==> src/design/rv32_isa_pkg.sv <==
package rv32_isa_pkg;

    typedef logic [31:0] inst_t;
    typedef logic [2:0]  funct3_t;

    // r-type field view of the instruction word
    typedef struct packed {
        logic [6:0] funct7;
        logic [4:0] rs2;
        logic [4:0] rs1;
        funct3_t    funct3;
        logic [4:0] rd;
        logic [6:0] opcode;
    } inst_fields_t;

    // conditional branch conditions
    localparam funct3_t br_beq  = 3'b000;
    localparam funct3_t br_bne  = 3'b001;
    localparam funct3_t br_blt  = 3'b100;
    localparam funct3_t br_bge  = 3'b101;
    localparam funct3_t br_bltu = 3'b110;
    localparam funct3_t br_bgeu = 3'b111;

    localparam inst_t nop_inst = 32'h0000_0013; // addi x0, x0, 0

    function automatic funct3_t get_funct3(inst_t inst);
        inst_fields_t f;
        f = inst_fields_t'(inst);
        return f.funct3;
    endfunction

    function automatic logic [31:0] i_imm(inst_t inst);
        return {{20{inst[31]}}, inst[31:20]};
    endfunction

    function automatic logic [31:0] b_imm(inst_t inst);
        return {{19{inst[31]}}, inst[31], inst[7], inst[30:25], inst[11:8], 1'b0};
    endfunction

    function automatic logic [31:0] u_imm(inst_t inst);
        return {inst[31:12], 12'b0};
    endfunction

    function automatic logic [31:0] j_imm(inst_t inst);
        return {{11{inst[31]}}, inst[31], inst[19:12], inst[20], inst[30:21], 1'b0};
    endfunction

endpackage
==> src/design/exec_pkg.sv <==
package exec_pkg;

    import rv32_isa_pkg::*;

    localparam int XLEN     = 32;
    localparam int ROB_SIZE = 32;
    localparam int TAG_W    = $clog2(ROB_SIZE);

    typedef logic [XLEN-1:0]   xlen_t;
    typedef logic [2*XLEN-1:0] dword_t;  // full product
    typedef logic [TAG_W-1:0]  tag_t;    // rob index

    typedef enum logic [3:0] {
        alu_add, alu_sub, alu_and, alu_or, alu_xor,
        alu_slt, alu_sltu, alu_sll, alu_srl, alu_sra,
        alu_mul, alu_mulh, alu_mulhsu, alu_mulhu
    } alu_func_e;

    typedef enum logic [1:0] {opa_rs1, opa_npc, opa_pc, opa_zero} opa_sel_e;

    typedef enum logic [2:0] {opb_rs2, opb_i_imm, opb_b_imm, opb_u_imm, opb_j_imm} opb_sel_e;

    typedef enum logic {unit_alu, unit_mult} unit_e;

    typedef struct packed {
        inst_t     inst;
        xlen_t     pc;
        xlen_t     npc;        // predicted next pc
        xlen_t     rs1_value;
        xlen_t     rs2_value;
        opa_sel_e  opa_sel;
        opb_sel_e  opb_sel;
        alu_func_e alu_func;
        unit_e     unit;
        logic      cond_branch;
        logic      uncond_branch;
        logic      halt;
        tag_t      tag;
    } issue_pkt_t;

    typedef struct packed {
        xlen_t result;
        xlen_t npc;
        tag_t  tag;
        logic  halt;
        logic  redirect;
    } alu_result_t;

    typedef struct packed {
        xlen_t result;
        xlen_t npc;
        tag_t  tag;
        logic  halt;
    } mult_result_t;

    typedef struct packed {
        xlen_t pc;
        logic  is_branch;
        logic  is_cond;
        logic  cond_taken;
        xlen_t target;
    } bp_update_t;

endpackage

==> src/design/exec_units.sv <==
`timescale 1ns/1ps

module exec_units
    import exec_pkg::*;
#(
    parameter int MULT_STAGES = 4
) (
    input  logic         clock,
    input  logic         reset,
    input  logic         clear,
    input  logic         issue_valid,
    output logic         issue_ready,
    input  issue_pkt_t   issue,
    output logic         alu_valid,
    input  logic         alu_ready,
    output alu_result_t  alu_out,
    output bp_update_t   bp_update,
    output logic         mult_valid,
    input  logic         mult_ready,
    output mult_result_t mult_out
);

    logic to_alu;
    logic alu_in_ready;
    logic mult_in_ready;

    assign to_alu      = issue.unit == unit_alu;
    assign issue_ready = to_alu ? alu_in_ready : mult_in_ready;

    alu_unit u_alu_unit (
        .clock     (clock),
        .reset     (reset),
        .clear     (clear),
        .in_valid  (issue_valid && to_alu),
        .in_ready  (alu_in_ready),
        .issue     (issue),
        .out_valid (alu_valid),
        .out_ready (alu_ready),
        .out       (alu_out),
        .bp_update (bp_update)
    );

    mult_unit #(.MULT_STAGES(MULT_STAGES)) u_mult_unit (
        .clock     (clock),
        .reset     (reset),
        .clear     (clear),
        .in_valid  (issue_valid && !to_alu),
        .in_ready  (mult_in_ready),
        .issue     (issue),
        .out_valid (mult_valid),
        .out_ready (mult_ready),
        .out       (mult_out)
    );

endmodule

==> src/design/mult_unit.sv <==
`timescale 1ns/1ps

module mult_unit
    import exec_pkg::*;
#(
    parameter int MULT_STAGES = 4
) (
    input  logic         clock,
    input  logic         reset,
    input  logic         clear,
    input  logic         in_valid,
    output logic         in_ready,
    input  issue_pkt_t   issue,
    output logic         out_valid,
    input  logic         out_ready,
    output mult_result_t out
);

    logic                           advance;
    logic                           flush;
    logic                           high_half;
    dword_t                         mcand_in;
    dword_t                         mplier_in;
    mult_result_t                   meta_in;
    logic         [MULT_STAGES:0]   valids;
    dword_t       [MULT_STAGES:0]   sums;
    dword_t       [MULT_STAGES:0]   mpliers;
    dword_t       [MULT_STAGES:0]   mcands;
    mult_result_t [MULT_STAGES:0]   metas;

    always_comb begin
        high_half = 1'b1;
        case (issue.alu_func)
            alu_mul: begin
                mcand_in  = {{XLEN{issue.rs1_value[XLEN-1]}}, issue.rs1_value};
                mplier_in = {{XLEN{issue.rs2_value[XLEN-1]}}, issue.rs2_value};
                high_half = 1'b0;
            end
            alu_mulh: begin
                mcand_in  = {{XLEN{issue.rs1_value[XLEN-1]}}, issue.rs1_value};
                mplier_in = {{XLEN{issue.rs2_value[XLEN-1]}}, issue.rs2_value};
            end
            alu_mulhsu: begin
                mcand_in  = {{XLEN{issue.rs1_value[XLEN-1]}}, issue.rs1_value};
                mplier_in = {{XLEN{1'b0}}, issue.rs2_value};
            end
            alu_mulhu: begin
                mcand_in  = {{XLEN{1'b0}}, issue.rs1_value};
                mplier_in = {{XLEN{1'b0}}, issue.rs2_value};
            end
            default: begin
                mcand_in  = '0;
                mplier_in = '0;
                high_half = 1'b0;
            end
        endcase
    end

    assign meta_in = '{result: {{(XLEN-1){1'b0}}, high_half},
                       npc: issue.npc, tag: issue.tag, halt: issue.halt};

    assign advance  = !(out_valid && !out_ready); // whole pipe stalls together
    assign in_ready = advance;
    assign flush    = reset || clear;

    assign valids[0]  = in_valid;
    assign sums[0]    = '0;
    assign mpliers[0] = mplier_in;
    assign mcands[0]  = mcand_in;
    assign metas[0]   = meta_in;

    for (genvar i = 0; i < MULT_STAGES; i++) begin : g_stage
        mult_stage #(.MULT_STAGES(MULT_STAGES)) u_stage (
            .clock       (clock),
            .reset       (flush),
            .advance     (advance),
            .in_valid    (valids[i]),
            .prev_sum    (sums[i]),
            .mplier      (mpliers[i]),
            .mcand       (mcands[i]),
            .in_meta     (metas[i]),
            .out_valid   (valids[i+1]),
            .sum         (sums[i+1]),
            .next_mplier (mpliers[i+1]),
            .next_mcand  (mcands[i+1]),
            .out_meta    (metas[i+1])
        );
    end

    assign out_valid = valids[MULT_STAGES];

    always_comb begin
        out        = metas[MULT_STAGES];
        out.result = metas[MULT_STAGES].result[0] ? sums[MULT_STAGES][2*XLEN-1:XLEN]
                                                  : sums[MULT_STAGES][XLEN-1:0];
    end

endmodule

==> src/design/mult_stage.sv <==
`timescale 1ns/1ps

module mult_stage
    import exec_pkg::*;
#(
    parameter int MULT_STAGES = 4
) (
    input  logic         clock,
    input  logic         reset,
    input  logic         advance,
    input  logic         in_valid,
    input  dword_t       prev_sum,
    input  dword_t       mplier,
    input  dword_t       mcand,
    input  mult_result_t in_meta,
    output logic         out_valid,
    output dword_t       sum,
    output dword_t       next_mplier,
    output dword_t       next_mcand,
    output mult_result_t out_meta
);

    localparam int SHIFT = 64 / MULT_STAGES; // multiplier bits per stage

    dword_t partial;

    assign partial = mplier[SHIFT-1:0] * mcand;

    always_ff @(posedge clock) begin
        if (reset) begin
            out_valid <= 1'b0;
        end else if (advance) begin
            out_valid <= in_valid;
        end
    end

    // datapath and metadata
    always_ff @(posedge clock) begin
        if (advance) begin
            sum         <= prev_sum + partial;
            next_mplier <= mplier >> SHIFT;
            next_mcand  <= mcand << SHIFT;
            out_meta    <= in_meta;  // high-half flag rides in result
        end
    end

endmodule

==> src/design/alu_unit.sv <==
`timescale 1ns/1ps

module alu_unit
    import rv32_isa_pkg::*;
    import exec_pkg::*;
(
    input  logic        clock,
    input  logic        reset,
    input  logic        clear,
    input  logic        in_valid,
    output logic        in_ready,
    input  issue_pkt_t  issue,
    output logic        out_valid,
    input  logic        out_ready,
    output alu_result_t out,
    output bp_update_t  bp_update
);

    xlen_t       opa;
    xlen_t       opb;
    xlen_t       alu_res;
    xlen_t       pc_plus4;
    logic        redirect;
    logic        actual_taken;
    logic        pred_taken;
    bp_update_t  bp_next;
    alu_result_t out_next;

    always_comb begin
        case (issue.opa_sel)
            opa_rs1:  opa = issue.rs1_value;
            opa_npc:  opa = issue.npc;
            opa_pc:   opa = issue.pc;
            default:  opa = '0;
        endcase
    end

    always_comb begin
        case (issue.opb_sel)
            opb_rs2:   opb = issue.rs2_value;
            opb_i_imm: opb = i_imm(issue.inst);
            opb_b_imm: opb = b_imm(issue.inst);
            opb_u_imm: opb = u_imm(issue.inst);
            opb_j_imm: opb = j_imm(issue.inst);
            default:   opb = '0;
        endcase
    end

    alu u_alu (.opa(opa), .opb(opb), .func(issue.alu_func), .result(alu_res));

    branch_resolve u_branch_resolve (
        .issue      (issue),
        .alu_result (alu_res),
        .redirect   (redirect),
        .bp_update  (bp_next)
    );

    assign pc_plus4     = issue.pc + 32'd4;
    assign pred_taken   = issue.npc != pc_plus4;
    assign actual_taken = issue.uncond_branch | bp_next.cond_taken;

    always_comb begin
        out_next.result   = alu_res;
        out_next.npc      = pc_plus4;
        out_next.tag      = issue.tag;
        out_next.halt     = issue.halt;
        out_next.redirect = redirect;
        // wrongly taken: fetch resumes at the fall-through
        if (redirect && pred_taken && !actual_taken) begin
            out_next.result = pc_plus4;
        end
    end

    assign in_ready = !out_valid || out_ready; // empty or draining

    always_ff @(posedge clock) begin
        if (reset || clear) begin
            out_valid <= 1'b0;
        end else if (in_ready) begin
            out_valid <= in_valid;
        end
    end

    always_ff @(posedge clock) begin
        if (in_valid && in_ready) begin
            out       <= out_next;
            bp_update <= bp_next;
        end
    end

endmodule

==> src/design/branch_resolve.sv <==
`timescale 1ns/1ps

module branch_resolve
    import rv32_isa_pkg::*;
    import exec_pkg::*;
(
    input  issue_pkt_t issue,
    input  xlen_t      alu_result,  // computed target
    output logic       redirect,
    output bp_update_t bp_update
);

    logic signed [XLEN-1:0] srs1;
    logic signed [XLEN-1:0] srs2;
    logic                   cond_true;
    logic                   taken;
    logic                   pred_taken;

    assign srs1 = issue.rs1_value;
    assign srs2 = issue.rs2_value;

    always_comb begin
        case (get_funct3(issue.inst))
            br_beq:  cond_true = issue.rs1_value == issue.rs2_value;
            br_bne:  cond_true = issue.rs1_value != issue.rs2_value;
            br_blt:  cond_true = srs1 < srs2;
            br_bge:  cond_true = srs1 >= srs2;
            br_bltu: cond_true = issue.rs1_value < issue.rs2_value;
            br_bgeu: cond_true = issue.rs1_value >= issue.rs2_value;
            default: cond_true = 1'b0;
        endcase
    end

    assign taken      = issue.uncond_branch | (issue.cond_branch & cond_true);
    assign pred_taken = issue.npc != issue.pc + 32'd4;

    // predicted taken: wrong if not taken or target differs
    always_comb begin
        if (pred_taken) begin
            redirect = !taken || (issue.npc != alu_result);
        end else begin
            redirect = taken;
        end
    end

    always_comb begin
        bp_update.pc         = issue.pc;
        bp_update.is_branch  = issue.cond_branch | issue.uncond_branch;
        bp_update.is_cond    = issue.cond_branch;
        bp_update.cond_taken = issue.cond_branch & cond_true;
        bp_update.target     = alu_result;
    end

endmodule

==> src/design/alu.sv <==
`timescale 1ns/1ps

module alu
    import exec_pkg::*;
(
    input  xlen_t     opa,
    input  xlen_t     opb,
    input  alu_func_e func,
    output xlen_t     result
);

    logic signed [XLEN-1:0] sopa;
    logic signed [XLEN-1:0] sopb;
    logic [4:0]             shamt;

    assign sopa  = opa;
    assign sopb  = opb;
    assign shamt = opb[4:0]; // rv32 shifts use 5 bits

    always_comb begin
        case (func)
            alu_add:  result = opa + opb;
            alu_sub:  result = opa - opb;
            alu_and:  result = opa & opb;
            alu_or:   result = opa | opb;
            alu_xor:  result = opa ^ opb;
            alu_slt:  result = {{(XLEN-1){1'b0}}, sopa < sopb};
            alu_sltu: result = {{(XLEN-1){1'b0}}, opa < opb};
            alu_sll:  result = opa << shamt;
            alu_srl:  result = opa >> shamt;
            alu_sra:  result = sopa >>> shamt;
            default:  result = '0; // multiplies go to the mult unit
        endcase
    end

endmodule

==> config.mk <==
export PLATFORM = sky130hd
export DESIGN_NAME = exec_units
export DESIGN_NICKNAME = d
export VERILOG_FILES = /design/src/design/rv32_isa_pkg.sv /design/src/design/exec_pkg.sv /design/src/design/exec_units.sv /design/src/design/mult_unit.sv /design/src/design/mult_stage.sv /design/src/design/alu_unit.sv /design/src/design/branch_resolve.sv /design/src/design/alu.sv
export SDC_FILE = /design/constraint.sdc
export NUM_CORES = 2
export LEC_CHECK = 0
export BUFFER_PORTS_ARGS = -buffer_cell sky130_fd_sc_hd__buf_2
export CORE_MARGIN = 2
export CORE_UTILIZATION = 55
export DETAILED_ROUTE_END_ITERATION = 6
export PLACE_DENSITY = 0.82
export SLEW_MARGIN = 20
export SYNTH_ARGS = -nofsm -noshare
export SYNTH_HDL_FRONTEND = slang
export SYNTH_SLANG_ARGS = --single-unit
==> constraint.sdc <==
create_clock -name clock -period 16.1 [get_ports clock]
set_input_delay 1.61 -clock clock [delete_from_list [all_inputs] [get_ports clock]]
set_output_delay 1.61 -clock clock [all_outputs]
set_load 0.03 [all_outputs]
==> metrics.md <==
| Metric | Value |
|---|---|
| Row count | `143` |
| Max Transition Viols Final | `0` |
| CP endpoint kind | `register` |
| Routed length on met3 | `37.0 mm` |
| First-pass GRT wire length | `448 mm` |
| Worst path max stage delay | `0.91 ns` |
| H-tree depth | `3` |
| Pint | `4.73 mW` |
| RSZ-0062 raised after global routing | `false` |
| Relative slew slack | `8.35%` |
| Hold Path Class | `register to register` |
| Switch Pwr | `3.53 mW` |
| Period minus WS final | `11.13 ns` |
| Antenna violations before repair | `36` |
| Largest net degree at the start of global routing | `110` |
| Gr usage total | `39.5%` |
| CP arrival | `11.57 ns` |
| Combinational share of power | `48.4%` |
| Die Height | `394 um` |
| Mapped Area | `0.0837 sq mm` |
| Post-Route WL | `307 mm` |
| FF+latch area | `0.0196 sq mm` |
| Yosys reg bits | `653` |
| Nets | `10700` |
| I/O Buffers | `387` |
| Critical path type | `register to register` |
| Tot Pwr | `8.26 mW` |
| Synth top area share | `30.2%` |
| Peak supply drop | `0.000102 V` |
| Crit path buffers/inverters | `6` |
| Min Hold Slack | `0.371 ns` |
| CP required | `16.55 ns` |
| Commonest non-fill, non-tap cell in the layout | `inv_1` |
| Met1 WL | `124 mm` |
| Syn_nets | `10500` |
| Top cells by area, synth | `fa_1 (30%), edfxtp_1 (23%), ha_1 (7.4%), inv_1 (6.8%), nand2_1 (4.4%)` |
| Worst setup margin | `4.97 ns` |
| Starting Density | `55.3%` |
| Distinct cells, synth | `95` |
| Critical path launch point type | `register` |
| Share of layout cells above drive strength 1 | `9.13%` |
| Mean post-synth cell area | `9.84 sq um` |
| Worst-Margin Slew | `1.37 ns` |
| Via density | `6.11` |
| Multi-input logic area | `0.0569 sq mm` |
| CTS-repair resized insts | `0` |
| Sw frac | `42.7%` |
| Cells after synthesis | `8507` |
| Fin. Hold Viols | `0` |
| Critical path's top delay family | `compound AO/OA/AOI/OAI gates` |
| Cell taking the most area after synthesis | `fa_1` |
| Leakage power | `40.8 nW` |
| DRC viols | `4` |
| Clock tree root buffer cell | `clkbuf_16` |
| Synth-to-Final Area Change | `7.83%` |
| DRT Pass-1 Iters | `7` |
| Max FO, Critical Path | `24` |
| Final HPWL DP | `242 mm` |
| Reg clk slew, reported paths | `0.07 ns` |
| DR WL met2 | `127 mm` |
| Setup TNS | `0 ns` |
| Vias | `66100` |
| Cell Pwr Density | `91.5 mW/mm^2` |
| DIE WIDTH | `394 um` |
| Async S/R FF share, synth | `0%` |
| Setup bufs post-CTS | `0` |
| Prevailing post-synth register cell | `edfxtp_1` |
| Max layer used | `met5` |
| Post-Route Skew | `0.0512 ns` |
| Sequential area share after synthesis | `23.4%` |
| F_max | `0.0899 GHz` |
| GR Overflow Total | `0` |
| Clock Tree Buf Depth | `3` |
| Inserted Clock Buffers | `72` |
| Clock Power Share | `20.3%` |
| Fillers | `12800` |
| Clock insertion delay at the later pin of the skew report | `0.69 ns` |
| Wire per inst | `28.3 um` |
| Routability cong. | `1.05` |
| Sequential fraction of design power | `31.2%` |
| Die ar. | `0.155 sq mm` |
| Clock sink total | `653` |
| Yosys warns | `0` |
| CORE AREA | `0.152 sq mm` |
| Max_cap viols | `0` |
| Outcome | `finished, violations left` |
| Post-route ant nets | `0` |
| Cts hold-fix bufs | `0` |
| Setup-failing EPs final | `0` |
| Critical-path top delay cell | `edfxtp_1` |
| CTS tree | `done` |
| Failing checks | `design-rule violations` |
| Post-synth EDFFs | `648` |
| I/O pins | `395` |
| Dpl ws | `5.07 ns` |
| Ratio of final minimum period to clock period | `69.1%` |
| Commonest cells after routing, fill and taps aside | `inv_1 (1518), fa_1 (1264), nand2_1 (985)` |
| Vias in the first global route | `66900` |
| DRT iter0 DRCs | `7969` |
==> area by class of cell <==
cell class,count,area share (%)
well taps,2030,2.81
flip-flops and latches,653,21.7
repair buffers,550,3.50
clock buffers,82,2.04
clock inverters,45,0.588
diodes,13,0.0360
inverters,1531,6.37
multi-input cells,5919,63.0
==> registers in the layout, indices dropped and copies added, names as in the netlist <==
name,flops
u_mult_unit.g_stage.u_stage.sum,256
u_alu_unit.bp_update,67
u_mult_unit.g_stage.u_stage.next_mcand,81
u_alu_unit.out_valid,1
u_alu_unit.out,69
u_mult_unit.g_stage.u_stage.out_valid,4
u_mult_unit.g_stage.u_stage.out_meta,156
u_mult_unit.g_stage.u_stage.next_mplier,19
==> power by group through the flow <==
stage / Clock (mW) / Sequential, mW / Combinational [mW]
floorplan: 0 / 2.56 / 2.55
global placement: 0 / 2.59 / 3.81
detailed placement: 0 / 2.61 / 3.86
CTS: 1.69 / 2.58 / 3.90
global route: 1.75 / 2.61 / 4.32
finish: 1.68 / 2.58 / 4.00
==> cells by family after synthesis <==
family,after synthesis,share of synthesized area (%)
fa+ha+maj,1762,37.7
xor+xnor,361,3.81
flops,653,23.4
mux,288,3.55
buf+inv,1935,8.93
compound gates,1277,10.0
simple gates,2231,12.7
==> per-stage QoR <==
| step | instance area (sq um) | instances | utilization, % |
|---|---|---|---|
| 2_1_floorplan | 83700 | 8507 | - |
| 3_3_place_gp | 87900 | 10700 | 58.0 |
| 3_5_place_dp | 87900 | 10700 | 58.0 |
| 4_1_cts | 90300 | 10800 | 59.6 |
| 5_1_grt | 90300 | 10800 | 59.6 |
| 6_report | 90300 | 10800 | 59.6 |
==> layer usage <==
metal | global-route usage, % | vias to the layer above
met1 | 55.6 | 33300
met3 | 11.1 | 782
met4 | 20.5 | 28
li1 | - | 28100
met2 | 55.6 | 3934
met5 | 0 | -
==> worst paths after layout <==
path / from / end / slack, ns / cells past startpoint
worst max register to register: u_mult_unit.g_stage[0].u_stage.next_mplier[8]$_DFFE_PN_ / u_mult_unit.g_stage[1].u_stage.sum[62]$_DFFE_PN_ / 4.97 / 37
worst min register to register: u_mult_unit.g_stage[2].u_stage.out_meta[27]$_DFFE_PN_ / u_mult_unit.g_stage[3].u_stage.out_meta[27]$_DFFE_PN_ / 0.37 / 0
worst min-delay path: u_mult_unit.g_stage[2].u_stage.out_meta[27]$_DFFE_PN_ / u_mult_unit.g_stage[3].u_stage.out_meta[27]$_DFFE_PN_ / 0.37 / 0
worst max-delay path: u_mult_unit.g_stage[0].u_stage.next_mplier[8]$_DFFE_PN_ / u_mult_unit.g_stage[1].u_stage.sum[62]$_DFFE_PN_ / 4.97 / 37
==> cells in the mapped netlist, types with 19 or more instances <==
library cell and n:
and3_1 83, nand2_1 985, edfxtp_1 648, o221ai_1 20, mux2i_1 213, xnor2_1 254
nand2b_1 46, o211ai_1 38, a21o_1 117, o21ai_0 236, o22ai_1 52, o31ai_1 19
nor2_1 319, mux2_2 75, a211oi_1 68, nor2b_1 35, nor3_1 95, and2_1 430
a2bb2oi_1 28, nand3_1 91, buf_1 27, or3_1 21, xor2_1 105, a31oi_1 50
a22oi_1 21, a21oi_1 335, o21a_1 60, ha_1 498, inv_1 1520, nor4_1 31
clkbuf_1 301, buf_4 42, buf_2 32, fa_1 1264, o21bai_1 47, nand4_1 26
(Power assumes the default switching activity.)
